<file path="src/include/pipe_macros.svh">
`ifndef PIPE_MACROS_SVH
`define PIPE_MACROS_SVH

// Data path width
`define DATA_W 32

// Register index width and register count
`define REG_ADDR_W 5
`define NUM_REGS 32

// Data RAM word address, 256 words, byte address bits 9:2
`define RAM_ADDR_W 8

// Cycles from the instr_valid cycle to the wb_valid cycle
`define PIPE_LATENCY 5

`endif

</file>
<file path="src/hw/register_file.sv">
`timescale 1ns/1ps
`include "pipe_macros.svh"

module register_file (
    input  logic                   clk,
    input  logic                   rst,
    input  logic [`REG_ADDR_W-1:0] rd_addr_a,
    input  logic [`REG_ADDR_W-1:0] rd_addr_b,
    output logic [`DATA_W-1:0]     rd_data_a,
    output logic [`DATA_W-1:0]     rd_data_b,
    input  logic                   wr_en,
    input  logic [`REG_ADDR_W-1:0] wr_addr,
    input  logic [`DATA_W-1:0]     wr_data
);

    logic [`DATA_W-1:0] regs [0:`NUM_REGS-1];

    always_ff @(posedge clk or posedge rst)
    begin
        if (rst)
        begin
            for (int i = 0; i < `NUM_REGS; i++)
            begin
                regs[i] <= '0;
            end
        end
        else if (wr_en && (wr_addr != '0))  // r0 is hardwired
        begin
            regs[wr_addr] <= wr_data;
        end
    end

    // Asynchronous reads, r0 forced to zero
    assign rd_data_a = (rd_addr_a == '0) ? '0 : regs[rd_addr_a];
    assign rd_data_b = (rd_addr_b == '0) ? '0 : regs[rd_addr_b];

endmodule

</file>
<file path="config.mk">
export PLATFORM = sky130hd
export DESIGN_NAME = register_file
export DESIGN_NICKNAME = d
export VERILOG_FILES = /design/src/hw/register_file.sv
export VERILOG_INCLUDE_DIRS = /design/src /design/src/include
export SDC_FILE = /design/constraint.sdc
export NUM_CORES = 2
export LEC_CHECK = 0
export ABC_AREA = 0
export BUFFER_PORTS_ARGS = -buffer_cell sky130_fd_sc_hd__buf_2
export CAP_MARGIN = 20
export CORE_MARGIN = 4
export CORE_UTILIZATION = 42
export DETAILED_ROUTE_END_ITERATION = 12
export PLACE_DENSITY = 0.56
export RECOVER_POWER = 50
export SYNTH_ARGS = -nofsm -noshare
export SYNTH_HDL_FRONTEND = slang
export SYNTH_SLANG_ARGS = --single-unit
</file>
<file path="constraint.sdc">
create_clock -name clk -period 79.2 [get_ports clk]
set_input_delay 3.96 -clock clk [delete_from_list [all_inputs] [get_ports clk]]
set_output_delay 3.96 -clock clk [all_outputs]
set_load 0.05 [all_outputs]
</file>
# --- After elaboration in Yosys (flattened, before gate mapping) ---
# Index checks and enable logic that the tools add are counted.
classes:
  n_lt_le_gt_ge: 4
  muxes: 11
  bitwise_logic: 3
  n_reduce_logical: 5
ops:
  columns: ["cell", "n"]
  rows:
  - ["$bwmux W1024", 1]
  - ["$bmux W32 S5", 2]
  - ["$mux W32", 7]
  - ["$demux W32 S5", 1]
  - ["$ge A6 B6 Y1 const B", 3]
  - ["$not A5 Y6", 3]
  - ["$logic_not A5 Y1", 2]
  - ["$lt A6 B1 Y1 const B", 1]
  - ["$reduce_bool A5 Y1", 1]
  - ["$logic_and A1 B1 Y1", 2]
totals:
  register_bits: 1024
  in_bits: 50
  output_inout_bits: 64
  wordCells: 55

# --- Depth between registers and ports, before layout ---
logic_depth:
  ltp_word: 6
  ltp_mapped: 9

# --- Worst setup path before layout ---
# No wires, ideal clock.
synth_timing:
  kind: "input port to output port"
  from: "input rd_addr_a[1]"
  to: "output rd_data_a[13]"
  arrival_ns: 7.364
  path_slack_ns: 67.876
  path_stages: 7
  path_buffers: 3
  cell_sequence: "buf_2 > nor2b_1 > clkbuf_2 > clkbuf_1 > a22oi_1 > o211a_1 > a2111oi_0"
synth_via:
  elab_chain_len: 5
  elab_cells_between_ends: 6
  classes_between: "mux: 4; bitwise: 1; reduce/logical: 1"
synth_rtl:
  columns: ["item", "line", "source"]
  rows:
  - ["start: declaration", "register_file.sv:7", "input logic [`REG_ADDR_W-1:0] rd_addr_a,"]
  - ["$not A5 Y6 (implied by the code)", "register_file.sv:34", "assign rd_data_a = (rd_addr_a == '0) ? '0 : regs[rd_addr_a];"]
  - ["$bmux W32 S5", "register_file.sv:34", null]
  - ["$mux W32 (implied by the code) (2 in a row)", "register_file.sv:34", null]
  - ["$mux W32 (*)", "register_file.sv:34", null]
  - ["end: declaration", "register_file.sv:9", "output logic [`DATA_W-1:0] rd_data_a,"]
# Mark *: on every way between the ends. The rest lies on a longest branch, timed or not. The select of a mux whose other input is x is not followed.

==> summary.md <==
| Metric | Value |
|---|---|
| Crit path kind | `input port to asynchronous set/reset pin` |
| Status | `finished with violations` |
| Min-Delay Endpoint | `regs[1020]` |
| Reg-to-reg critical path endpoint | `regs[468]` |
| Placer Congestion | `0.777` |
| Final wirelength | `187 mm` |
| WP data arrival | `13.87 ns` |
| Hold path cells | `0` |
| Setup Skew | `0 ns` |
| Post-synth EDFFs | `0` |
| Share of the synthesized area in the top cell type | `46.8%` |
| Syn Nets | `3742` |
| CP max FO | `167` |
| Die Area | `136000 um2` |
| Vias in the first global route | `35900` |
| Initial Util | `between 40% and 50%` |
| Final Hold Vio Count | `0` |
| Worst setup SP type | `input port` |
| CTS sink cnt | `1024` |
| DRT Pass-1 Iters | `5` |
| Initial antenna violation count | `13` |
| Yosys reg bits | `1024` |
| Global-route wire length before repair | `270 mm` |
| Worst EP required | `77.74 ns` |
| Multi-input logic area | `27200 um2` |
| Syn Area/Cell | `14.8 um2` |
| Reg2reg start | `regs[468]` |
| Power Density | `26.1 nW/um2` |
| Share of cells above drive strength 1 | `50.1%` |
| Post-DP HPWL | `100 mm` |
| Rows | `132` |
| Lkg Pwr | `26.0 nW` |
| Routed vias | `approximately 35000` |
| Reg with most FFs | `regs` |
| Yosys warns | `0` |
| Crit-path cells | `buf_2 > clkinvlp_2 > clkbuf_1` |
| Crit. End Element | `asynchronous set/reset pin` |
| Final ANT Viol Nets | `0` |
| Setup violators final | `0` |
| Area of placed instances | `56400 um2` |
| Most common flop cell mapped by yosys | `dfrtp_1` |
| Clock Pin Slew Worst Setup and Hold Paths | `around 0.060 ns` |
| DRC viols | `0` |
| Worst slew pin tran | `between 9 and 10 ns` |
| Setup total negative slack | `0 ns` |
| Biggest regs | `regs x1024` |
| CTS buffer count | `113` |
| Clock Latency Late Sink | `between 0.7 and 0.8 ns` |
| Number of flip-flops in the largest register | `1024` |
| Max Freq | `0.0653 GHz` |
| FF/Latch Area | `25600 um2` |
| Count of pins over their slew limit | `1092` |
| Fin crit share | `19.3%` |
| FFs w/ async S/R, synth | `100%` |
| Worst slew margin | `-504%` |
| CP top delay family | `buffers and inverters` |
| Slowest CP cell | `clkbuf_1` |
| Max cap viols | `26` |
| DIE HEIGHT | `369 um` |
| Yosys top cell by area | `dfrtp_1` |
| Max Buffers Root-to-Sink | `3` |
| Largest net degree at the start of global routing | `approximately 170` |
| Synth area leaders | `dfrtp_1, mux2_2, mux4_2` |
| Largest stage delay on the critical path | `~6.4 ns` |
| Setup Buffers After CTS | `0` |
| Resize count post-CTS | `0` |
| Reg2Reg Depth | `1` |
| Final instance area | `60100 um2` |
| Fill cells | `between 10000 and 15000` |
| I/O pin count | `114` |
| Synth unique cells | `48` |
| Violated checks | `capacitance limit, slew limit` |
| Initial detailed-routing violation count | `between 3000 and 4000` |
| Syn Std Cell Area | `54700 um2` |
| R2R Setup Slk | `78.39 ns` |
| Core Box Area | `roughly 130000 um2` |
| Final min period | `between 15 and 20 ns` |
| WL/cell | `34.4 um` |
| Sequential fraction of the synthesis area | `46.8%` |
| Area grow syn2layout | `9.79%` |
| Die Span X | `~370 um` |
| Max rail drop VDD | `0.0000189 V` |
| Hold Path Class | `flip-flop to flip-flop` |
| Via density | `~6.5` |
| CTS tree | `yes` |
| CTS root buffer | `clkbuf_16` |
| Hold_buf cts | `0` |
| Post-Syn Instances | `3692` |
| Worst min-delay path startpoint | `regs[1020]` |
| Grt total ovfl | `0` |
| H-tree Lvls | `3` |
| Global-route usage over all layers | `about 27%` |
| Worst path bufs/invs | `3` |
| I/O Buffers | `approximately 110` |
| RSZ-0062 raised after global routing | `no` |
| Fin nets | `3637` |
cell usage after synthesis (3+ instances only):
master / count
a31oi_1: 4
a22oi_1: 77
nand3b_1: 6
nand3_1: 12
a311oi_1: 8
a2111oi_1: 3
buf_6: 34
clkbuf_1: 225
nor2_1: 21
buf_8: 6
mux2i_1: 271
buf_1: 49
nor2b_1: 42
mux2_2: 1037
a211oi_1: 37
a21oi_1: 43
nor3b_1: 4
o221ai_1: 21
nor3_1: 33
nor4_1: 16
a2111oi_0: 29
dfrtp_1: 1024
nand2_1: 41
o32ai_1: 16
a22o_1: 42
buf_2: 85
buf_4: 20
and2_1: 19
o22ai_1: 40
mux4_2: 397
buf_12: 5
a221oi_1: 3
kinds of logic after synthesis:
| logic type | count (synthesis) | share of synthesized area [%] |
|---|---|---|
| simple gates | 207 | 2.06 |
| flops | 1024 | 46.8 |
| mux | 1705 | 42.6 |
| compound gates | 326 | 4.46 |
| buf+inv | 430 | 4.03 |
layout make-up:
cell class / count / share of cell area [%]
Sequential cell: 1024 / 42.6
Inverter: 3 / 0.0208
Timing Repair Buffer: 207 / 2.18
Clock buffer: 167 / 5.62
Tap cell: 1742 / 3.63
Clock inverter: 39 / 0.677
Antenna cell: 7 / 0.0292
Multi-Input combinational cell: 2238 / 45.2
worst max-delay path by stage:
stage                     slack (ns)         start      endpoint  depth (start not counted)
final                          63.88           rst     regs[926]                          3
after floorplan                46.42           rst       regs[0]                          1
after CTS                      66.64  rd_addr_a[0]  rd_data_a[3]                          8
after global placement         66.40  rd_addr_b[1]  rd_data_b[1]                          9
after detailed placement       66.66  rd_addr_a[0]  rd_data_a[3]                          8
after global routing           61.49           rst     regs[734]                          3
power breakdown:
part	switching, mW	internal (mW)
clock network	0.223	0.319
logic	0.143	0.181
registers	0.0760	0.623
placed cells by master, fill, tap and decap left out, types with 21 or more instances in the layout:
master	n
a2111oi_0	29
a211oi_1	36
a21oi_1	43
a22o_1	42
a22oi_1	77
buf_2	109
buf_4	67
clkbuf_1	45
clkbuf_16	119
clkbuf_8	23
clkinv_2	27
dfrtp_1	1024
mux2_2	1036
mux2i_1	271
mux4_2	397
nand2_1	32
nor2b_1	38
nor3_1	33
o221ai_1	21
o22ai_1	40
through the flow:
stage	power, mW	setup WS, ns	instances	utilization [%]	hold WS (ns)
global route	1.63	61.49	5420	46.4	0.407
floorplan	0.942	46.42	3692	-	0.441
finish	1.57	63.88	5427	46.4	0.397
CTS	1.57	66.64	5414	46.5	0.400
detailed placement	1.03	66.66	5208	43.6	0.386
global placement	1.02	66.40	5201	43.5	0.383
routing by layer:
layer	routed length (um)	vias up	share of wire, %	global-route usage [%]
li1	-	14100	-	-
met1	82100	19500	44	39.6
met2	86400	1338	46	42.9
met3	13400	281	7.2	4.72
met4	4990	4	2.7	7.45
met5	33	-	0.018	0
Note: power is estimated with default switching activity, not from simulation.
