<file path="src/include/pipe_macros.svh">
`ifndef PIPE_MACROS_SVH
`define PIPE_MACROS_SVH

// Data path width
`define DATA_W 32

// Register index width and register count
`define REG_ADDR_W 5
`define NUM_REGS 32

// Data RAM word address, 256 words, byte address bits 9:2
`define RAM_ADDR_W 8

// Cycles from the instr_valid cycle to the wb_valid cycle
`define PIPE_LATENCY 5

`endif

</file>
<file path="src/hw/pipe_pkg.sv">
package pipe_pkg;

    // ALU operation selected in decode
    typedef enum logic [2:0] {
        ALU_ADD = 3'd0,
        ALU_SUB = 3'd1,
        ALU_AND = 3'd2,
        ALU_OR  = 3'd3,
        ALU_SLT = 3'd4
    } alu_op_t;

    // Source of the register write data
    typedef enum logic {
        WB_ALU = 1'b0,
        WB_MEM = 1'b1
    } wb_src_t;

endpackage

</file>
<file path="src/hw/memory_stage.sv">
`timescale 1ns/1ps
`include "pipe_macros.svh"

module memory_stage (
    input  logic                   clk,
    input  logic                   rst,
    input  logic                   e_valid,
    input  logic [`DATA_W-1:0]     alu_result,
    input  logic [`DATA_W-1:0]     store_data,
    input  logic                   mem_read,
    input  logic                   mem_write,
    input  logic                   reg_write,
    input  pipe_pkg::wb_src_t      wb_src,
    input  logic [`REG_ADDR_W-1:0] dest,
    output logic [`RAM_ADDR_W-1:0] ram_addr,
    output logic [`DATA_W-1:0]     ram_wdata,
    output logic                   ram_we,
    input  logic [`DATA_W-1:0]     ram_rdata,
    output logic                   m_valid,
    output logic [`DATA_W-1:0]     alu_result_out,
    output logic [`DATA_W-1:0]     load_data,
    output logic                   reg_write_out,
    output pipe_pkg::wb_src_t      wb_src_out,
    output logic [`REG_ADDR_W-1:0] dest_out
);

    import pipe_pkg::*;

    // First bank, valid during the RAM access cycle
    logic                   valid_q;
    logic [`DATA_W-1:0]     alu_q;
    logic                   reg_write_q;
    wb_src_t                wb_src_q;
    logic [`REG_ADDR_W-1:0] dest_q;
    logic                   access_c;

    // RAM address only moves on a real load or store
    assign access_c = e_valid && (mem_read || mem_write);

    always_ff @(posedge clk or posedge rst)
    begin
        if (rst)
        begin
            valid_q     <= 1'b0;
            alu_q       <= '0;
            reg_write_q <= 1'b0;
            wb_src_q    <= WB_ALU;
            dest_q      <= '0;
            ram_addr    <= '0;
            ram_wdata   <= '0;
            ram_we      <= 1'b0;
        end
        else
        begin
            valid_q     <= e_valid;
            alu_q       <= alu_result;
            reg_write_q <= reg_write;
            wb_src_q    <= wb_src;
            dest_q      <= dest;
            ram_we      <= e_valid && mem_write;  // One-cycle write strobe
            if (access_c)
            begin
                ram_addr  <= alu_result[`RAM_ADDR_W+1:2];  // Word address
                ram_wdata <= store_data;
            end
        end
    end

    // Second bank lines up with the registered RAM output
    always_ff @(posedge clk or posedge rst)
    begin
        if (rst)
        begin
            m_valid        <= 1'b0;
            alu_result_out <= '0;
            reg_write_out  <= 1'b0;
            wb_src_out     <= WB_ALU;
            dest_out       <= '0;
        end
        else
        begin
            m_valid        <= valid_q;
            alu_result_out <= alu_q;
            reg_write_out  <= reg_write_q;
            wb_src_out     <= wb_src_q;
            dest_out       <= dest_q;
        end
    end

    assign load_data = ram_rdata;

endmodule

</file>
<file path="config.mk">
export PLATFORM = sky130hd
export DESIGN_NAME = memory_stage
export DESIGN_NICKNAME = d
export VERILOG_FILES = /design/src/hw/pipe_pkg.sv /design/src/hw/memory_stage.sv
export VERILOG_INCLUDE_DIRS = /design/src /design/src/include
export SDC_FILE = /design/constraint.sdc
export NUM_CORES = 1
export LEC_CHECK = 0
export BUFFER_PORTS_ARGS = -buffer_cell sky130_fd_sc_hd__buf_4
export CORE_AREA = 3 3 99 101
export DETAILED_ROUTE_END_ITERATION = 7
export DIE_AREA = 0 0 102 104
export PLACE_DENSITY = 0.74
export SETUP_SLACK_MARGIN = 0.2
export SLEW_MARGIN = 20
export SYNTH_ARGS = -nofsm -noshare
export SYNTH_HDL_FRONTEND = slang
export SYNTH_SLANG_ARGS = --single-unit
export TNS_END_PERCENT = 20
</file>
<file path="constraint.sdc">
create_clock -name clk -period 5.1 [get_ports clk]
set_input_delay 1.02 -clock clk [delete_from_list [all_inputs] [get_ports clk]]
set_output_delay 1.02 -clock clk [all_outputs]
set_load 0.02 [all_outputs]
</file>
# Word level (Yosys, flattened, before mapping)
# Index checks and enable logic that the tools add are counted.
# totals
register_bits,121
latch_bits,0
output_inout_bits,113
rom_bits,0
ram_bits,0
inputBits,108
mem_count,0
# classes
div,0
reduce_logical,3
n_eq_ne,0
magnitude_cmp,0
n_mul,0
n_bitwise,0
addsub,0
shift,0
muxes,0
# op_table
op,n
$logic_and 1x1->1,2
$logic_or 1x1->1,1

# Depth between registers and ports, before layout
# logic_depth
depth_word,2
ltp_mapped,3
depth_no_buf,2

# Worst setup path before layout
# Ideal clock, no wire load.
# synth_timing
path_kind,input port to output port
from,input ram_rdata[0]
to,output load_data[0]
arrival_ns,1.154
stages,1
path_slack_ns,2.926
cell_sequence,buf_4
# synth_rtl
item,line_no,text
start: declaration,memory_stage.sv:18,"input logic [`DATA_W-1:0] ram_rdata,"
end: declaration,memory_stage.sv:21,"output logic [`DATA_W-1:0] load_data,"
# No word-level cell between the ends.

# Final worst setup path
# layout_timing
from,register ram_wdata[0]
to,output ram_wdata[0]
# layout_rtl
item,line_no,text
start: declaration,memory_stage.sv:16,"output logic [`DATA_W-1:0] ram_wdata,"
start signal: assignment,memory_stage.sv:64,ram_wdata <= store_data;
# No word-level cell between the ends.

==> out/qor.yml <==
run_status:
  status: "complete, no violations"
detailed_routing:
  drt-pass1-iter-count: 3
  final_antenna_net_count: 0
  drc: 0
  vias: 2033
  drtIter0Drc: 46
  routed_via_density: 4.37
  finalWirelength_microns: 7050
  wl_per_cell_microns: 15.2
timing:
  slew_viol_final: 0
  totalNegativeSetupSlack_ps: 0
  final.setup.worst_slack_ps: 3040
  clock-skew-final_ps: 4.24
  fin_crit_ps: 2060
  rsz0062_at_grt: "false"
  maxClockFrequency_mhz: 486
  setup_viol: 0
  tightest_slew_ps: 719
  fin_worst_hold_slack_ps: 344
  final-hold-violation-count: 0
  layout_worst_path_cycle_share_pct: 40.3
  slew_headroom_pct: 52.1
setup_path:
  required_ps: 4080
  setup.worst_path.end_class: "output pin"
  worstPathMaxFanout: 2
  setup.worst_path.start_class: "register"
  worst-endpoint-arrival_ps: 1040
  cpPeakStageDelay_ps: 390
  critPathKind: "register to output pin"
  cp_cell_sequence: "buf_4"
  critical_path.top_delay_family: "flip-flops"
  cpMaxStageDelayCell: "sky130_fd_sc_hd__dfrtp_1"
  critical_path_buf_inv_count: 1
  cell_count_along_the_critical_path: 1
  reg2reg_depth: 1
yosys:
  synth_top_cells_by_area: "sky130_fd_sc_hd__dfrtp_1 (80%), sky130_fd_sc_hd__mux2_2 (11%), sky130_fd_sc_hd__buf_4 (6.3%)"
  postSynthAreaPerCell_sq_um: 19.0
  register_bit_total_from_synthesis: 121
  number_of_synthesized_flops_with_an_enable_pin: 0
  post_synth_inst_count: 200
  synthDominantCellAreaShare_pct: 79.6
  synthesis.nets: 308
  synth_most_common_cell: "sky130_fd_sc_hd__dfrtp_1"
  synth_commonest_cells: "sky130_fd_sc_hd__dfrtp_1 (121), sky130_fd_sc_hd__mux2_2 (37), sky130_fd_sc_hd__buf_4 (32)"
  synth_area_sq_mm: 0.00381
  postSynth.topFlopCell: "sky130_fd_sc_hd__dfrtp_1"
  synthDominantAreaCellType: "sky130_fd_sc_hd__dfrtp_1"
  synth.yosys.seq_area_share_pct: 79.6
  ys_async_sr_fraction_pct: 100
  synth_warnings: 0
  synthDistinctLibCells: 9
layout:
  final_cell_utilization_of_the_core_pct: 59.8
  final-instance-count-excl-fill: 465
  post-route-cell-area_sq_mm: 0.00545
  finish.net_count: 449
  antenna-diode-count: 0
  final.fill_count: 688
  flow.area_growth_from_synthesis_pct: 43.2
  layout-drive-gt1-share_pct: 65.8
grt:
  grt_use_total_pct: 13.8
  first_pass_grt_wire_length_microns: 11300
  first_global_vias: 2298
  grt-ovfl-total: 0
  grt_max_degree: 86
  grt_antenna_before_repair: 0
pwr:
  combinationalPowerShare_pct: 11.8
  post-layout-total-power_mw: 2.50
  worst_ir_drop_vdd_mv: 0.241
  share_seq_of_total_power_pct: 42.7
  switching_share_pct: 23.6
  p_int_mw: 1.91
  clock_power_share_pct: 45.5
  power_leakage_nw: 2.65
  power-per-cell-area_mw_per_mm2: 459
  power_switching_uw: 590
placed_design:
  dpl_cells: 433
  setup_slack_at_placement_ps: 2650
  globalplace.congestion: 0.719
  placed_area_sq_mm: 0.00486
  port_buffers: 156
floorplan:
  die_area_sq_mm: 0.0106
  design.portCount: 221
  initial_utilization_pct: 41.8
  core-area_sq_mm: 0.00911
  placementRows: 35
  horizontal_extent_of_the_die_microns: 102
  die_h_microns: 104
min_path:
  whs_path_depth: 0
  worst_hold_path_type: "register to register"
clocking:
  number_of_buffers_added_by_the_clock_tree_synthesis_step: 17
  buffer_levels_on_the_longest_clock_path: 2
  root_buffer_cell: "sky130_fd_sc_hd__clkbuf_8"
  cts.htree.levels: 4
  cts.clk_slew.worst_paths_ps: 60
  cts_tree: "yes"
  cts-resized-gates: 0
  ctsHoldBuffers: 0
  clk-insertion-delay-late_ps: 480
  post_cts_buffers: 0
  clkSinkCount: 121
job:
  drv.max_cap_violation_count: 0
==> metal layers <==
metal	vias to the layer above	GRT usage, %	wire (microns)
met5	-	0	0
met4	0	5.53	107
met3	16	7.31	774
met2	112	22.1	3610
met1	1004	15.4	2560
li1	901	-	-
==> cell usage in the layout (no fill, tap or decap) <==
| master | instances |
|---|---|
| sky130_fd_sc_hd__and2_2 | 1 |
| sky130_fd_sc_hd__buf_16 | 1 |
| sky130_fd_sc_hd__buf_4 | 157 |
| sky130_fd_sc_hd__bufinv_16 | 2 |
| sky130_fd_sc_hd__clkbuf_16 | 16 |
| sky130_fd_sc_hd__clkbuf_8 | 3 |
| sky130_fd_sc_hd__clkinv_2 | 3 |
| sky130_fd_sc_hd__clkinv_4 | 2 |
| sky130_fd_sc_hd__clkinvlp_4 | 3 |
| sky130_fd_sc_hd__dfrtp_1 | 121 |
| sky130_fd_sc_hd__inv_6 | 4 |
| sky130_fd_sc_hd__mux2_2 | 37 |
| sky130_fd_sc_hd__mux2_4 | 3 |
| sky130_fd_sc_hd__o21ai_4 | 1 |
==> kinds of logic after synthesis <==
family | synth area share [%]
muxes | 12.1
buffers and inverters | 7.69
DFF | 79.6
and+or+nand+nor | 0.197
AOI/OAI and AO/OA | 0.427
==> power by group through the flow <==
stage	Combinational [mW]	Sequential, mW	Clock (mW)
after global placement	0.293	1.08	0
after detailed placement	0.301	1.08	0
final	0.295	1.07	1.14
after CTS	0.301	1.07	1.16
after floorplan	0.106	1.15	0
after global routing	0.317	1.08	1.22
==> flip-flops by register name, indices dropped and copies added (netlist names) <==
register and cells:
wb_src_out 1, alu_q 32, dest_out 5, ram_wdata 32, ram_addr 8, dest_q 5
ram_we 1, alu_result_out 32, reg_write_q 1, wb_src_q 1, reg_write_out 1, valid_q 1
m_valid 1
==> worst paths after layout <==
| check | startpoint | endpoint | slack, ps |
|---|---|---|---|
| worst max-delay path | ram_wdata[0] | ram_wdata[0] | 3040 |
| worst min-delay path | alu_q[6] | alu_result_out[6] | 340 |
| worst max register to register | ram_wdata[0] | ram_wdata[0] | 4330 |
| worst min register to register | alu_q[6] | alu_result_out[6] | 340 |
| max in group asynchronous | rst | alu_q[0] | 3470 |
| min in group asynchronous | rst | alu_q[31] | 660 |
==> area by class of cell <==
| type | count | area (sq um) | area share [%] |
|---|---|---|---|
| sequential | 121 | 3030 | 55.6 |
| timing repair buffer | 158 | 1210 | 22.1 |
| multi-input combinational | 42 | 485 | 8.91 |
| clock buffer | 19 | 442 | 8.10 |
| clock inverter | 13 | 141 | 2.59 |
| tap | 111 | 139 | 2.55 |
| inverter | 1 | 8.76 | 0.161 |
Power figures use the tool's default switching activity.
