**src/include/pipe_macros.svh**
```systemverilog
`ifndef PIPE_MACROS_SVH
`define PIPE_MACROS_SVH

// Data path width
`define DATA_W 32

// Register index width and register count
`define REG_ADDR_W 5
`define NUM_REGS 32

// Data RAM word address, 256 words, byte address bits 9:2
`define RAM_ADDR_W 8

// Cycles from the instr_valid cycle to the wb_valid cycle
`define PIPE_LATENCY 5

`endif

```
**src/hw/pipe_pkg.sv**
```systemverilog
package pipe_pkg;

    // ALU operation selected in decode
    typedef enum logic [2:0] {
        ALU_ADD = 3'd0,
        ALU_SUB = 3'd1,
        ALU_AND = 3'd2,
        ALU_OR  = 3'd3,
        ALU_SLT = 3'd4
    } alu_op_t;

    // Source of the register write data
    typedef enum logic {
        WB_ALU = 1'b0,
        WB_MEM = 1'b1
    } wb_src_t;

endpackage

```
**src/hw/execute_stage.sv**
```systemverilog
`timescale 1ns/1ps
`include "pipe_macros.svh"

module execute_stage (
    input  logic                   clk,
    input  logic                   rst,
    input  logic                   d_valid,
    input  pipe_pkg::alu_op_t      alu_op,
    input  logic [`DATA_W-1:0]     op_a,
    input  logic [`DATA_W-1:0]     op_b,
    input  logic [`DATA_W-1:0]     imm,
    input  logic                   use_imm,
    input  logic                   mem_read,
    input  logic                   mem_write,
    input  logic                   reg_write,
    input  pipe_pkg::wb_src_t      wb_src,
    input  logic [`REG_ADDR_W-1:0] dest,
    output logic                   e_valid,
    output logic [`DATA_W-1:0]     alu_result,
    output logic [`DATA_W-1:0]     store_data,
    output logic                   mem_read_out,
    output logic                   mem_write_out,
    output logic                   reg_write_out,
    output pipe_pkg::wb_src_t      wb_src_out,
    output logic [`REG_ADDR_W-1:0] dest_out
);

    import pipe_pkg::*;

    logic [`DATA_W-1:0] b_sel;
    logic [`DATA_W-1:0] alu_c;

    assign b_sel = use_imm ? imm : op_b;

    always_comb
    begin
        case (alu_op)
            ALU_SUB: alu_c = op_a - b_sel;
            ALU_AND: alu_c = op_a & b_sel;
            ALU_OR:  alu_c = op_a | b_sel;
            ALU_SLT: alu_c = {{(`DATA_W-1){1'b0}}, ($signed(op_a) < $signed(b_sel))};
            default: alu_c = op_a + b_sel;    // add, also load/store address
        endcase
    end

    always_ff @(posedge clk or posedge rst)
    begin
        if (rst)
        begin
            e_valid       <= 1'b0;
            alu_result    <= '0;
            store_data    <= '0;
            mem_read_out  <= 1'b0;
            mem_write_out <= 1'b0;
            reg_write_out <= 1'b0;
            wb_src_out    <= WB_ALU;
            dest_out      <= '0;
        end
        else
        begin
            e_valid       <= d_valid;
            alu_result    <= alu_c;
            store_data    <= op_b;            // rt value for sw
            mem_read_out  <= mem_read;
            mem_write_out <= mem_write;
            reg_write_out <= reg_write;
            wb_src_out    <= wb_src;
            dest_out      <= dest;
        end
    end

endmodule

```
**config.mk**
```make
export PLATFORM = sky130hd
export DESIGN_NAME = execute_stage
export DESIGN_NICKNAME = d
export VERILOG_FILES = /design/src/hw/pipe_pkg.sv /design/src/hw/execute_stage.sv
export VERILOG_INCLUDE_DIRS = /design/src /design/src/include
export SDC_FILE = /design/constraint.sdc
export NUM_CORES = 1
export LEC_CHECK = 0
export BUFFER_PORTS_ARGS = -buffer_cell sky130_fd_sc_hd__buf_2
export CAP_MARGIN = 5
export CORE_UTILIZATION = 48
export CTS_CLUSTER_DIAMETER = 50
export DETAILED_ROUTE_END_ITERATION = 10
export GPL_TIMING_DRIVEN = 0
export HOLD_SLACK_MARGIN = 0.08
export PLACE_DENSITY = 0.77
export REMOVE_ABC_BUFFERS = 1
export SYNTH_ARGS = -nofsm -noshare
export SYNTH_HDL_FRONTEND = slang
export SYNTH_SLANG_ARGS = --single-unit
```
**constraint.sdc**
```tcl
create_clock -name clk -period 3.55 [get_ports clk]
set_clock_uncertainty 0.05 [all_clocks]
set_input_delay 1.065 -clock clk [delete_from_list [all_inputs] [get_ports clk]]
set_output_delay 1.065 -clock clk [all_outputs]
set_load 0.005 [all_outputs]
```
[Word level (Yosys, flattened, before mapping)]
Cells that the tools add are included.
Word-level totals
  bits in registers: 74
  latch bits: 0
  bits in writable memories: 0
  memory bits (read-only): 0
  input port bits: 112
  output and inout bits: 74
  word-level logic and storage cells: 19
  memories kept: 0
Operators by class
  add/subtract/negate cells: 2
  multiply operators: 0
  divide/modulo/power cells: 0
  $lt $le $gt $ge: 1
  equality and inequality tests: 4
  shift-type cells: 0
  mux-type cells: 2
  bitwise gates (word level): 2
  reduce and logical (&&, ||, !) cells: 0
Operators with widths (count)
  $pmux 32 s4: 1
  $add 32x32->32: 1
  $and 32x32->32: 1
  $lt 32x32->1: 1
  $mux 32: 1
  $or 32x32->32: 1
  $sub 32x32->32: 1
  $eq 3x2->1 const B: 2
  $eq 3x1->1 const B: 1
  $eq 3x3->1 const B: 1

[Logic depth before layout (Yosys ltp)]
  depth in word-level cells: 3
  mapped depth: 16
  depth with buffers taken out: 14

[Worst setup path after synthesis]
Ideal clock, no wire load.
  path type: input -> register
  from: in use_imm
  to: reg alu_result[31]
  setup time: 0.080 ns
  arrival: 4.407 ns
  data required time: 3.420 ns
  path slack: -0.987 ns
  stages on the path: 14
  buffers on the path: 3
  cells stage by stage: clkbuf_1 > buf_1 > mux2i_1 > ha_1 > buf_6 > nor3_4 > nand3_1 > a31oi_4 > o311ai_4 > a2111oi_4 > o22ai_2 > nand3b_4 > or4b_4 > o211ai_2
Between the ends
  cells in the longest elaborated chain, start to end: 3
  elaborated cells between the ends (all ways): 6
  those cells by class: add/sub: 2; mux: 2; bitwise: 2
Ends and longest elaborated chain
  start, declared: RTL line execute_stage.sv:12  | input logic use_imm,
  $mux 32 (*): RTL line execute_stage.sv:33  | assign b_sel = use_imm ? imm : op_b;
  $add 32x32->32 (tied with other cells): RTL line execute_stage.sv:42  | default: alu_c = op_a + b_sel;
  $pmux 32 s4 (*): RTL line execute_stage.sv:37  | case (alu_op)
  net alu_c[31]: RTL line execute_stage.sv:31  | logic [`DATA_W-1:0] alu_c;
  end signal, assigned: RTL line execute_stage.sv:62  | alu_result <= alu_c;
  end, declared: RTL line execute_stage.sv:19  | output logic [`DATA_W-1:0] alu_result,
Mark *: on every way through the listed nets, which the timed path passes. The rest lies on a longest branch.

[Final worst setup path]
Ends and elaborated chain as after synthesis.

==> metrics list <==
- Total routed wirelength: 23,500 µm
- The first global-routing pass estimated 36,600 µm of wire.
* CTS Buf Count: 9
- Normalized max-slew margin: 34.4%
- The max-slew violation count was 0.
- Arrival time of data at the critical path endpoint: 3990 ps
- Once the floorplan was initialized, standard cells occupied 49.9% of the core.
- Data required time of the worst path: 3770 ps
- Register share of total power: 27.1%
- Nets@finish: 1,282
- Synthesis warning total: 0
- Utilization after layout: 67.9%
- Die H: 126 µm
* M1 WL: 9630 µm
* Clock Path Buffers: 2
- Uppermost layer routed: met4
- The share of total power dissipated in the clock network is 27.1%.
- Floorplan core area: 14,800 µm²
- Max_cap viols: 0
- Counting flops with a built-in enable in the synthesized netlist gives 0.
* Endpoint class of the critical path: flop
* Maximum vdd ir drop: 0.294 mV
* Largest net degree at the start of global routing: 74
- Post-detailed-route count of antenna-violating nets: 0
- CTS tree: done
- Setup-violating endpoint count in the final report: 14
- Design Power: 3.57 mW
- Type of origin of the critical path: input pin
- Placement row count: 44
- Most common library cell in the layout ignoring fill and taps: sky130_fd_sc_hd__buf_2
* Period utilization: 106%
* Synthesized area per cell: 8.45 µm²
- H-tree level count: 3
* Overall track demand over capacity in global routing: 29.3%
- Final worst-path setup slack: -219 ps
- Post-synthesis cell type count: 82
- After the first detailed-routing iteration, the DRC count stood at 615.
- In the synthesized netlist the async set-or-reset flop fraction comes to 100%.
- Area post-placement: 8380 µm²
* Least-Margin Pin Slew: 982 ps
- The congestion estimate from routability-driven global placement came to 0.937.
- P_sw: 1.35 mW
- Setup repair after global routing could not meet its margin everywhere.
* Switch share: 37.8%
* Final-layout fill cell count: 1,194
- Part of the Yosys area used for sequential elements: 25.2%
- In the synthesized netlist the dominant register cell turns out to be sky130_fd_sc_hd__dfrtp_1.
* Fraction of final layout cells with drive strength greater than 1: 36.1%
- The clock net in this run drives a total of 74 sinks.
- The min-delay analysis places its worst path in the category input pin to async pin.
* Number of cells produced by synthesis: 870
* Pwr Density: 357 nW/µm²
- After detailed routing, the number of remaining DRC violations is 0.
- The number of antenna violations at the first check in global routing came to 2.
- For the finished layout, the period the worst path requires is 3770 ps.
* Cell at the root of the clock tree: sky130_fd_sc_hd__clkbuf_16
* Overflow left after global routing: 0
* Die Footprint: 15,800 µm²
* Routed vias: 7,546
* Length of routed met3 wiring: 1760 µm
- The worst setup path is of the input pin to flop kind.
- Number of global-route vias before repair: 7,177
- In this run the tool buffered the top-level ports with 185 buffer cells.
- P_leak: 4.62 nW
* Number of endpoints with negative hold slack in the final report: 0
* Post-route standard cell area excluding fillers: 10,000 µm²
* Portion of total power attributed to combinational logic: 45.9%
- Area growth from synthesis to layout: 36.1%
- DR WL/cell: 18.7 µm
- Timing would allow up to 265 MHz.
- Clock slew seen by the registers of the worst setup and hold paths: 60 ps
* Met2 routed wirelength: 11,300 µm
* Hpwl dp: 15,300 µm
* I/O pin count: 186
- Total iterations of the first detailed-routing run: 5
* Highest net fanout along the worst path: 8
* Most used cells in the layout excluding fill and tap cells: sky130_fd_sc_hd__buf_2 (183), sky130_fd_sc_hd__inv_1 (99), sky130_fd_sc_hd__dfrtp_1 (74)
* Yosys reg bits: 74
* Failing checks: negative setup slack
- Outcome: finished with violations
* Internal cell power: 2.22 mW
- Via-per-instance ratio: 6.01
- The cell area that synthesis handed to floorplanning was 7360 µm².
- Die X-Extent: 126 µm
[registers in the layout (all words and copies together) (netlist names)]
signal	cells
mem_read_out	1
store_data	32
wb_src_out	1
mem_write_out	1
dest_out	5
alu_result	32
e_valid	1
reg_write_out	1
[per-layer routing]
layer,GRT usage (%),up-vias
met5,0,-
met4,11.8,0
met3,5.82,67
met2,50.1,385
met1,36.3,3591
li1,-,3503
[metrics by stage]
| step | hold slack (ps) | setup slack (ps) | std cells | TNS (ps) |
|---|---|---|---|---|
| after floorplan | 1050 | -232 | 830 | -1040 |
| after global placement | 1120 | -1970 | 1199 | -66880 |
| after detailed placement | 885 | -1910 | 1203 | -38680 |
| after CTS | 500 | -113 | 1247 | -396 |
| after global routing | 502 | -299 | 1256 | -3290 |
| final | 510 | -219 | 1256 | -1480 |
[cell usage after synthesis, types with 3 or more instances]
cell type	n	area, µm²
sky130_fd_sc_hd__nor2_1	60	225
sky130_fd_sc_hd__o221ai_1	4	35.0
sky130_fd_sc_hd__clkbuf_1	19	71.3
sky130_fd_sc_hd__nand2b_1	11	68.8
sky130_fd_sc_hd__o211ai_1	18	135
sky130_fd_sc_hd__and3_1	4	25.0
sky130_fd_sc_hd__o211a_1	4	40.0
sky130_fd_sc_hd__nor3b_1	3	22.5
sky130_fd_sc_hd__ha_1	103	1290
sky130_fd_sc_hd__dfrtp_1	74	1850
sky130_fd_sc_hd__a221o_1	3	30.0
sky130_fd_sc_hd__mux2i_1	39	390
sky130_fd_sc_hd__nand3_1	9	45.0
sky130_fd_sc_hd__o21ai_0	54	270
sky130_fd_sc_hd__xnor2_1	14	123
sky130_fd_sc_hd__a21o_2	3	26.3
sky130_fd_sc_hd__o21ai_1	6	30.0
sky130_fd_sc_hd__nor4_1	3	18.8
sky130_fd_sc_hd__o22ai_1	18	113
sky130_fd_sc_hd__inv_1	103	387
sky130_fd_sc_hd__a21o_1	8	60.1
sky130_fd_sc_hd__o31ai_1	8	60.1
sky130_fd_sc_hd__a2111oi_0	4	35.0
sky130_fd_sc_hd__o21a_1	6	45.0
sky130_fd_sc_hd__a21oi_1	69	345
sky130_fd_sc_hd__buf_1	5	18.8
sky130_fd_sc_hd__a211oi_1	9	67.6
sky130_fd_sc_hd__o21bai_1	14	105
sky130_fd_sc_hd__nor2b_1	19	119
sky130_fd_sc_hd__buf_4	5	37.5
sky130_fd_sc_hd__a221oi_1	18	158
sky130_fd_sc_hd__nand2_1	54	203
sky130_fd_sc_hd__nand3b_1	3	22.5
sky130_fd_sc_hd__buf_6	3	33.8
sky130_fd_sc_hd__a31oi_1	4	25.0
sky130_fd_sc_hd__nor3_1	16	80.1
sky130_fd_sc_hd__buf_2	5	25.0
sky130_fd_sc_hd__clkbuf_8	3	41.3
sky130_fd_sc_hd__a22oi_1	6	45.0
sky130_fd_sc_hd__o221a_2	6	67.6
[cell families after synthesis]
kind of cell / count (synthesis) / synth area share (%)
xor+xnor: 16 / 1.91
simple gates: 205 / 14.1
mux: 39 / 5.31
compound gates: 287 / 27.0
fa+ha+maj: 105 / 18.1
flops: 74 / 25.2
buf+inv: 144 / 8.40
[final cells by class]
cell class	instances	area (µm²)	share of cell area, %
Tap cell	184	230	2.30
Antenna cell	2	5.00	0.0500
Clock inverter	7	81.3	0.812
Timing Repair Buffer	224	1350	13.4
Sequential cell	74	1850	18.5
Multi-Input combinational cell	652	5880	58.7
Inverter	104	393	3.92
Clock buffer	9	225	2.25
[timing repair]
| action | 4_1_cts | 5_1_grt |
|---|---|---|
| setup endpoints to repair | 29 | 21 |
| resized for setup | 156 | 34 |
| hold buffers | 0 | 0 |
| pin swaps | 29 | 21 |
| cloned | 2 | 0 |
| buffers inserted | 26 | 7 |
[worst max-delay path: stages]
cell	delay [ps]
sky130_fd_sc_hd__buf_16	160
sky130_fd_sc_hd__mux2i_4	300
sky130_fd_sc_hd__buf_6	140
sky130_fd_sc_hd__inv_1	60
sky130_fd_sc_hd__ha_1	220
sky130_fd_sc_hd__a211oi_1	320
sky130_fd_sc_hd__o21ai_1	230
sky130_fd_sc_hd__o211ai_1	280
sky130_fd_sc_hd__buf_4	170
sky130_fd_sc_hd__and3_1	190
sky130_fd_sc_hd__o21ai_1	110
sky130_fd_sc_hd__a211oi_1	300
sky130_fd_sc_hd__a211o_2	170
sky130_fd_sc_hd__o211ai_1	100
sky130_fd_sc_hd__o211ai_2	160
[power groups by stage]
stage	Combinational [mW]	Clock, mW	Sequential [mW]
5_1_grt	1.76	1.03	0.974
2_1_floorplan	0.804	0	1.00
3_5_place_dp	1.26	0	0.983
3_3_place_gp	1.23	0	0.980
6_report	1.64	0.966	0.966
4_1_cts	1.52	0.993	0.967
[final timing paths]
| kind | from | endpoint | slack (ps) | cells past startpoint |
|---|---|---|---|---|
| worst min-delay path | rst | reg_write_out | 510 | 2 |
| max in group asynchronous | rst | store_data[19] | 2420 | 3 |
| min in group clk | dest[0] | dest_out[0] | 750 | 1 |
| worst max-delay path | use_imm | alu_result[31] | -220 | 15 |
Power figures use the tool's default switching activity.
