File: src/include/pipe_macros.svh
`ifndef PIPE_MACROS_SVH
`define PIPE_MACROS_SVH

// Data path width
`define DATA_W 32

// Register index width and register count
`define REG_ADDR_W 5
`define NUM_REGS 32

// Data RAM word address, 256 words, byte address bits 9:2
`define RAM_ADDR_W 8

// Cycles from the instr_valid cycle to the wb_valid cycle
`define PIPE_LATENCY 5

`endif

File: src/hw/pipe_pkg.sv
package pipe_pkg;

    // ALU operation selected in decode
    typedef enum logic [2:0] {
        ALU_ADD = 3'd0,
        ALU_SUB = 3'd1,
        ALU_AND = 3'd2,
        ALU_OR  = 3'd3,
        ALU_SLT = 3'd4
    } alu_op_t;

    // Source of the register write data
    typedef enum logic {
        WB_ALU = 1'b0,
        WB_MEM = 1'b1
    } wb_src_t;

endpackage

File: src/hw/writeback_stage.sv
`timescale 1ns/1ps
`include "pipe_macros.svh"

module writeback_stage (
    input  logic                   clk,
    input  logic                   rst,
    input  logic                   m_valid,
    input  logic [`DATA_W-1:0]     alu_result,
    input  logic [`DATA_W-1:0]     load_data,
    input  logic                   reg_write,
    input  pipe_pkg::wb_src_t      wb_src,
    input  logic [`REG_ADDR_W-1:0] dest,
    output logic                   wb_valid,
    output logic [`REG_ADDR_W-1:0] wb_dest,
    output logic [`DATA_W-1:0]     wb_data
);

    import pipe_pkg::*;

    always_ff @(posedge clk or posedge rst)
    begin
        if (rst)
        begin
            wb_valid <= 1'b0;
            wb_dest  <= '0;
            wb_data  <= '0;
        end
        else
        begin
            wb_valid <= m_valid && reg_write;  // Retire strobe, also RF write enable
            wb_dest  <= dest;
            wb_data  <= (wb_src == WB_MEM) ? load_data : alu_result;
        end
    end

endmodule

File: config.mk
export PLATFORM = sky130hd
export DESIGN_NAME = writeback_stage
export DESIGN_NICKNAME = d
export VERILOG_FILES = /design/src/hw/pipe_pkg.sv /design/src/hw/writeback_stage.sv
export VERILOG_INCLUDE_DIRS = /design/src /design/src/include
export SDC_FILE = /design/constraint.sdc
export NUM_CORES = 1
export LEC_CHECK = 0
export BUFFER_PORTS_ARGS = -buffer_cell sky130_fd_sc_hd__buf_2
export CORE_MARGIN = 4
export CORE_UTILIZATION = 37
export CTS_BUF_LIST = sky130_fd_sc_hd__clkbuf_8
export CTS_CLUSTER_DIAMETER = 60
export DETAILED_ROUTE_END_ITERATION = 6
export GPL_ROUTABILITY_DRIVEN = 0
export PLACE_DENSITY = 0.8
export SYNTH_ARGS = -nofsm -noshare
export SYNTH_HDL_FRONTEND = slang
export SYNTH_SLANG_ARGS = --single-unit
File: constraint.sdc
create_clock -name clk -period 1 [get_ports clk]
set_input_delay 0.15 -clock clk [delete_from_list [all_inputs] [get_ports clk]]
set_output_delay 0.15 -clock clk [all_outputs]
set_load 0.005 [all_outputs]
## Word level (Yosys, flattened, before mapping)

Index checks and enable logic that the tools add are counted.

| storage, ports and cells | value |
|---|---|
| flip-flop bits (word level) | 38 |
| bits of input ports | 74 |
| output and inout port bits | 38 |
| logic and storage cells | 5 |

| cells by class | value |
|---|---|
| muxes and demuxes | 1 |
| reduce and logical (&&, ||, !) cells | 1 |

Operators by type and width:

| kind | count |
|---|---|
| $mux 32 | 1 |
| $logic_and 1x1->1 | 1 |

## Logic depth before layout (Yosys ltp)

Gate-level depths: netlist of run 1.

| depth | value |
|---|---|
| word-level depth | 1 |
| gate-level depth with buffers | 3 |
| mapped depth without buffers | 1 |

## Least setup slack after synthesis of run 1

No wires, ideal clock.

| timing path | value |
|---|---|
| path kind | input to register |
| start | in wb_src |
| end | reg wb_data[0] |
| library setup time | 125 ps |
| arrival | 692 ps |
| data required time | 875 ps |
| setup slack | 183 ps |
| stages | 3 |
| path buffers | 2 |
| cell sequence | buf_6 > buf_12 > mux2_4 |

| between the ends | value |
|---|---|
| cells in the longest elaborated chain, start to end | 1 |

RTL lines:

| what | line | source |
|---|---|---|
| from (decl) | writeback_stage.sv:11 | `input pipe_pkg::wb_src_t wb_src,` |
| $mux 32 | writeback_stage.sv:32 | `wb_data <= (wb_src == WB_MEM) ? load_data : alu_result;` |
| to (signal assigned) | writeback_stage.sv:32 |  |
| to (decl) | writeback_stage.sv:15 | `` output logic [`DATA_W-1:0] wb_data `` |

Every way passes these cells.

## Worst setup path in the final report of run 1

| timing path | value |
|---|---|
| start | reg wb_dest[2] |
| end | out wb_dest[2] |

RTL lines:

| what | line | source |
|---|---|---|
| from (decl) | writeback_stage.sv:14 | `` output logic [`REG_ADDR_W-1:0] wb_dest, `` |
| from (signal assigned) | writeback_stage.sv:31 | `wb_dest <= dest;` |

No word-level cell between the ends.

==> results_dict.tcl, run 1 <==
set metrics [dict create \
    core_sq_mm 0.00380 \
    start_util 0.396 \
    setup_slack_ns 0.0515 \
    crit_start "wb_dest[2]" \
    clockRootBuffer "clkbuf_8" \
    drt-total-wl_microns 3700 \
    cts_buffers 5 \
    tightestPinTransition_ns 0.281 \
    irDropWorstVdd_uv 911 \
    maxCapViolCount 0 \
    drt-pass1-iter-count 5 \
    antenna_cells 0 \
    cts_tree "done" \
    portBuffers 111 \
    route.detailed.drc 0 \
    ys_top_cells_by_area "dfrtp_1, mux2_4, buf_12" \
    start_kind "flop" \
    path_delay_family "flip-flops" \
    synthCells 76 \
    via_per_inst 4.43 \
    cts.sinks 38 \
    synth_top_area_share 0.632 \
    critPathMaxStageDelay_ns 0.39 \
    pre_cts_slack_ns -0.00688 \
    path_cells "buf_2" \
    ys_seq_elements 38 \
    crit_arrival_ns 0.80 \
    critPathMaxFanout 1 \
    rsz0062_at_grt "false" \
    hp-class "input pin to flop" \
    num_io_pins 112 \
    power.leakage_nw 1.26 \
    setup_violations 0 \
    yosysWarnings 0 \
    max_freq_ghz 1.05 \
    finalPower_mw 3.79 \
    required_ns 0.85 \
    critPathBufInv 1 \
    multiInputGateArea_sq_um 479 \
    post_cts_buffers 0 \
    drv_slew 0 \
    grt_start_max_net_pins 23 \
    grt_use_total 0.147 \
    syn_nets 150 \
    maxSlewHeadroom 0.813 \
    regArea_sq_um 951 \
    cp_slowest_cell "dfrtp_1" \
    htree_levels 2 \
    period_share 0.948 \
    vias 1102 \
    grt_overflow 0 \
    end_kind "output port" \
    clockBufferDepth 2 \
    cts_repair_resize_count 0 \
    status "finished clean" \
    first_global_vias 1199 \
    drtIter0Drc 18 \
    path_clk_slew_ns 0.07 \
    syn2layout_area_growth_pct 53.5 \
    rows 22 \
    dieArea_sq_mm 0.00515 \
    postCtsHoldBufs 6 \
    syn_area_sq_mm 0.00151 \
    post-route-min-period_ns 0.948 \
    timing.final.hold_violations 0 \
    synth_top_cell_by_area "dfrtp_1" \
    wire_per_inst_microns 14.9 \
    hpwl_microns 2950 \
    worstSetupPathType "flop to output port" \
    antenna_found_initial 0 \
    ys_seq_area_frac 0.632 \
    yosys.cell_types.count 7 \
    ant_nets 0 \
    powerDensity_mw_per_mm2 1640 \
    hp-start "reg_write" \
    avgSynthCellArea_sq_um 19.8 \
    grt_pass1_wl_microns 5590 \
    nets 274 \
    drive_gt1_frac 0.776 \
    die_h_microns 71.8 \
    fillers 309 \
    die_w_microns 71.8 \
]
sequential cells by signal, summed over array words and instances (netlist names):
name / count
wb_valid: 1
wb_data: 32
wb_dest: 5
kinds of logic (layout without fill, tap and decap cells):
group | after synthesis | in the layout | synth area share
AND/OR/NAND/NOR | 1 | 1 | 0.00416
flip-flops | 38 | 38 | 0.632
multiplexers | 32 | 32 | 0.314
buffers and inverters | 5 | 130 | 0.0499
metal layers:
metal  track usage  part of all wire
met1         0.130              0.31
met4        0.0919             0.038
met3        0.0505             0.095
met5             0                 0
met2         0.279              0.56
final cells by class:
class / count / area share
inverter: 1 / 0.00325
timing repair buffer: 121 / 0.290
sequential: 38 / 0.411
multi-input combinational: 33 / 0.207
clock buffer: 6 / 0.0357
clock inverter: 2 / 0.0260
tap: 48 / 0.0260
cells in the mapped netlist, drive strengths merged:
master,instances
and2,1
buf,4
dfrtp,38
inv,1
mux2,32
worst paths after layout:
check,end,slack [ns],cells after the start
min in group asynchronous,wb_dest[2],0.46,4
max,wb_dest[2],0.05,1
min,wb_valid,0.07,2
max in group asynchronous,wb_data[11],0.29,4
power breakdown:
group / switching [mW] / leakage, nW / internal [mW]
logic: 0.200 / 0.748 / 0.355
clock network: 0.499 / 0.0714 / 1.06
registers: 0.0285 / 0.444 / 1.65
through the flow:
| step | TNS, ns | utilization | hold slack (ns) | cell area, sq um | instances |
|---|---|---|---|---|---|
| detailed placement | -0.00688 | 0.555 | 0.201 | 2110 | 235 |
| global route | 0 | 0.608 | 0.0528 | 2310 | 249 |
| CTS | 0 | 0.608 | 0.0595 | 2310 | 249 |
| global placement | 0 | 0.555 | 0.193 | 2110 | 235 |
| floorplan | 0 | - | 0.116 | 1510 | 76 |
| finish | 0 | 0.608 | 0.0719 | 2310 | 249 |
cells in the final DEF (no fill, tap or decap):
| master | synthesis | routed |
|---|---|---|
| buf_4 | 0 | 2 |
| clkinvlp_4 | 0 | 1 |
| mux2_4 | 30 | 30 |
| clkbuf_8 | 0 | 6 |
| and2_1 | 1 | 1 |
| buf_12 | 3 | 2 |
| bufinv_16 | 0 | 2 |
| mux2_2 | 2 | 2 |
| dfrtp_1 | 38 | 38 |
| dlygate4sd3_1 | 0 | 6 |
| buf_2 | 0 | 111 |
Note: power is estimated with default switching activity, not from simulation.
==> inputs of run 2 (changes only) <==
- CORE_ASPECT_RATIO: unset -> 1.1
==> results_dict.tcl, run 2 (synthesis results as in run 1) <==
set metrics [dict create \
    dpl_cell_area_sq_mm 0.00212 \
    start_kind "flop" \
    timing.final.hold_violations 0 \
    antenna_cells 0 \
    multiInputGateArea_sq_um 479 \
    vias 1103 \
    maxSlewHeadroom 0.802 \
    ant_nets 0 \
    drt-total-wl_microns 3550 \
    post-route-min-period_ns 0.931 \
    pre_cts_slack_ns 0.0472 \
    portBuffers 111 \
    nets 275 \
    route.detailed.drc 0 \
    start_util 0.383 \
    drive_gt1_frac 0.777 \
    grt_pass1_wl_microns 5200 \
    required_ns 0.85 \
    post_cts_buffers 0 \
    status "finished clean" \
    end_kind "output port" \
    htree_levels 2 \
    largest_reg_flops 32 \
    switching_share 0.189 \
    top_register "wb_data" \
    intPower_mw 3.07 \
    path_clk_slew_ns 0.07 \
    largestRegisters "wb_data (32), wb_dest (5), wb_valid (1)" \
    critPathMaxFanout 1 \
    first_global_vias 1148 \
    grtUsageMet3 0.0612 \
    crit_arrival_ns 0.78 \
    grtUsageMet1 0.138 \
    path_cells "buf_2" \
    setup_violations 0 \
    die_w_microns 68.8 \
    setup_slack_ns 0.0688 \
    powerDensity_mw_per_mm2 1630 \
    num_io_pins 112 \
    rows 24 \
    top_usage_layer "met2" \
    pwr-share-clk 0.412 \
    period_share 0.931 \
    tns_ns 0 \
    clockRootBuffer "clkbuf_8" \
    worst-path-stages 1 \
    rsz0062_at_grt "false" \
    fillers 324 \
    via_per_inst 4.34 \
    seqPwrFrac 0.442 \
    grt_start_max_net_pins 25 \
    combinationalPowerShare 0.146 \
    cts.sinks 38 \
    cts_tree "done" \
    crit_start "wb_data[25]" \
    drt-pass1-iter-count 4 \
    maxCapViolCount 0 \
    clockBufferDepth 2 \
    antenna_found_initial 0 \
    regArea_sq_um 951 \
    power_switching_uw 716 \
    grtUsageMet2 0.251 \
    dieArea_sq_mm 0.00515 \
    worstSetupPathType "flop to output port" \
    drv_slew 0 \
    drtIter0Drc 56 \
    max_freq_ghz 1.07 \
    cp_slowest_cell "dfrtp_1" \
    irDropWorstVdd_uv 756 \
    critPathBufInv 1 \
    syn2layout_area_growth_pct 54.4 \
    core_sq_mm 0.00393 \
    mostFrequentLayoutCells "buf_2, dfrtp_1, mux2_4, clkbuf_8, dlygate4sd3_1" \
    hp-class "input pin to flop" \
    final_util 0.591 \
    critPathMaxStageDelay_ns 0.38 \
    layout_commonest_cell "buf_2" \
    grt_overflow 0 \
    cts_buffers 5 \
    tightestPinTransition_ns 0.297 \
    path_delay_family "flip-flops" \
    power.leakage_nw 1.27 \
    grt_use_total 0.141 \
    wire_per_inst_microns 14.0 \
    die_h_microns 74.9 \
    fin_area_sq_mm 0.00232 \
    critPathCapture "wb_data[25]" \
]
## run 2: changes by cell type in the layout (fill, tap and decap cells not counted)
cell	delta
buf_4	+1
## run 2: cell type report
type | instances | share of cell area
clock buffer | 6 | 0.0355
clock inverter | 2 | 0.0258
inverter | 1 | 0.00323
multi-input combinational | 33 | 0.206
sequential | 38 | 0.409
tap | 52 | 0.0280
timing repair buffer | 122 | 0.292
## run 2: what timing repair did
| action | in CTS | in global routing |
|---|---|---|
| gates resized for setup | 0 | 0 |
| endpoints found under the setup margin | 0 | 0 |
| hold endpoints to repair | 43 | 0 |
| hold buffers | 6 | 0 |
## run 2: stage by stage
stage	total power, mW	instances	hold WS [ns]
finish	3.78	254	0.0872
global route	3.99	254	0.0810
CTS	3.85	254	0.0807
detailed placement	2.25	240	0.191
global placement	2.23	240	0.184
floorplan	1.97	76	0.116
## run 2: power groups by stage
stage	sequential [mW]	clock [mW]	combinational, mW
3_3_place_gp	1.70	0	0.529
6_report	1.67	1.56	0.552
5_1_grt	1.68	1.70	0.607
3_5_place_dp	1.70	0	0.544
2_1_floorplan	1.72	0	0.246
4_1_cts	1.67	1.61	0.563
## run 2: how the worst min path moves through the flow
stage,to,startpoint,depth (start not counted),slack (ns)
final,wb_valid,reg_write,2,0.09
after global routing,wb_valid,reg_write,2,0.08
after CTS,wb_valid,reg_write,2,0.08
after detailed placement,wb_data[1],rst,3,0.19
after global placement,wb_dest[3],rst,3,0.18
after floorplan,wb_data[0],rst,1,0.12
## run 2: metal layers
metal	vias up	share of wire
li1	504	-
met1	513	0.31
met2	77	0.52
met3	9	0.14
met4	0	0.024
met5	-	0
==> inputs of run 3 (changes only) <==
- ABC_AREA: unset -> 1
==> results_dict.tcl, run 3 <==
set metrics [dict create \
    cts.sinks 38 \
    rsz0062_at_grt "false" \
    hold_depth 3 \
    critPathMaxFanout 1 \
    antenna_cells 0 \
    timing.final.hold_violations 0 \
    grt_start_max_net_pins 39 \
    worst-path-stages 1 \
    largest_reg_flops 32 \
    synth_top_area_share 0.654 \
    antenna_found_initial 0 \
    critPathMaxStageDelay_ns 0.37 \
    powerDensity_mw_per_mm2 1480 \
    synthArstFlopShare 1.00 \
    drtIter0Drc 48 \
    core_sq_mm 0.00371 \
    hp-class "input pin to flop" \
    mostFrequentLayoutCells "buf_2, nand2_1, dfrtp_1, nand2_2" \
    worstSetupPathType "flop to output port" \
    period_share 0.925 \
    die_w_microns 67.8 \
    power.leakage_nw 1.30 \
    via_per_inst 4.23 \
    grt_use_total 0.150 \
    drt-total-wl_microns 3690 \
    synth_edf_count 0 \
    synth_top_cell_by_area "dfrtp_1" \
    path_cells "buf_2" \
    layout_commonest_cell "buf_2" \
    syn_area_sq_mm 0.00145 \
    drt-pass1-iter-count 4 \
    post-route-min-period_ns 0.925 \
    crit_arrival_ns 0.78 \
    clockBufferDepth 2 \
    end_kind "output port" \
    vias 1337 \
    wire_per_inst_microns 11.7 \
    nets 339 \
    maxCapViolCount 0 \
    grt_overflow 0 \
    drive_gt1_frac 0.500 \
    final_util 0.584 \
    ys_seq_area_frac 0.654 \
    die_h_microns 73.7 \
    largestRegisters "wb_data (32), wb_dest (5), wb_valid (1)" \
    cp_slowest_cell "dfrtp_1" \
    start_util 0.392 \
    path_clk_slew_ns 0.07 \
    ys_seq_elements 38 \
    syn2layout_area_growth_pct 49.1 \
    post_cts_buffers 0 \
    clockRootBuffer "clkbuf_8" \
    tns_ns 0 \
    status "finished clean" \
    start_kind "flop" \
    synth-main-ff-cell "dfrtp_1" \
    top_register "wb_data" \
    ant_nets 0 \
    path_delay_family "flip-flops" \
    synthCells 145 \
    maxSlewHeadroom 0.865 \
    portBuffers 111 \
    num_io_pins 112 \
    first_global_vias 1339 \
    cts_buffers 5 \
    cts_tree "done" \
    grt_pass1_wl_microns 5500 \
    yosysWarnings 0 \
    cts_repair_resize_count 0 \
    avgSynthCellArea_sq_um 10.0 \
    synthTopCellsByCount "nand2_1, dfrtp_1, nand2_2" \
    irDropWorstVdd_uv 899 \
    ys_top_cells_by_area "dfrtp_1, nand2_1, nand2_2" \
    required_ns 0.85 \
    setup_violations 0 \
    yosys.cell_types.count 8 \
    drv_slew 0 \
    yosysMostFrequentCell "nand2_1" \
    critPathBufInv 1 \
    dieArea_sq_mm 0.00500 \
    rows 23 \
    tightestPinTransition_ns 0.203 \
    hpwl_microns 2800 \
    syn_nets 219 \
    route.detailed.drc 0 \
    max_freq_ghz 1.08 \
    htree_levels 2 \
]
-- run 3: changes by cell type after synthesis --
| cell | change |
|---|---|
| mux2_4 | -30 |
| inv_1 | +1 |
| nand2_2 | +10 |
| clkbuf_8 | +3 |
| mux2_2 | -2 |
| nand2_1 | +87 |
| buf_12 | -2 |
| and2_1 | -1 |
| buf_6 | +2 |
| inv_8 | +1 |
-- run 3: logic make-up (layout without fill, tap and decap cells) --
logic type	after synthesis	after routing	synth area share
buffers and inverters	10	131	0.0783
flip-flops	38	38	0.654
AND/OR/NAND/NOR	97	97	0.268
-- run 3: layout make-up --
type / instances / area (sq um)
Sequential cell: 38 / 951
Tap cell: 50 / 62.6
Inverter: 3 / 22.5
Fill cell: 345 / 1550
Timing Repair Buffer: 120 / 651
Multi-Input combinational cell: 97 / 389
Clock inverter: 2 / 8.76
Clock buffer: 6 / 82.6
-- run 3: metrics by stage --
stage | worst slack (ns) | instance area, sq um | hold WS, ns | cells | total power [mW]
floorplan | 0.370 | 1460 | 0.116 | 145 | 1.91
global placement | 0.240 | 2020 | 0.208 | 302 | 2.16
detailed placement | 0.205 | 2020 | 0.216 | 302 | 2.18
CTS | 0.0540 | 2170 | 0.0382 | 316 | 3.25
global route | 0.0268 | 2170 | 0.0381 | 316 | 3.38
finish | 0.0746 | 2170 | 0.0545 | 316 | 3.20
-- run 3: power breakdown --
group	switching [mW]	internal, mW	total (mW)
clock network	0.498	0.545	1.04
registers	0.0233	1.65	1.67
logic	0.234	0.252	0.486
total	0.756	2.44	3.20
-- run 3: metal layers --
layer | vias to the layer above | share of wire | global-route usage | wire (microns)
met5 | - | 0 | 0 | 0
met4 | 0 | 0.017 | 0.0618 | 62
met3 | 9 | 0.11 | 0.0612 | 399
met2 | 64 | 0.53 | 0.266 | 1950
met1 | 600 | 0.34 | 0.153 | 1270
li1 | 664 | - | - | -
-- run 3: path summary, 6_finish.rpt --
| path | startpoint | endpoint | slack [ns] |
|---|---|---|---|
| worst max-delay path | wb_data[22] | wb_data[22] | 0.07 |
| worst min-delay path | alu_result[12] | wb_data[12] | 0.05 |
| max in group asynchronous | rst | wb_data[1] | 0.34 |
| min in group asynchronous | rst | wb_data[18] | 0.47 |
-- run 3: repair_timing --
item / CTS / global route
hold endpoints to repair: 43 / 0
hold buffers: 6 / 0
setup endpoints to repair: 0 / 0
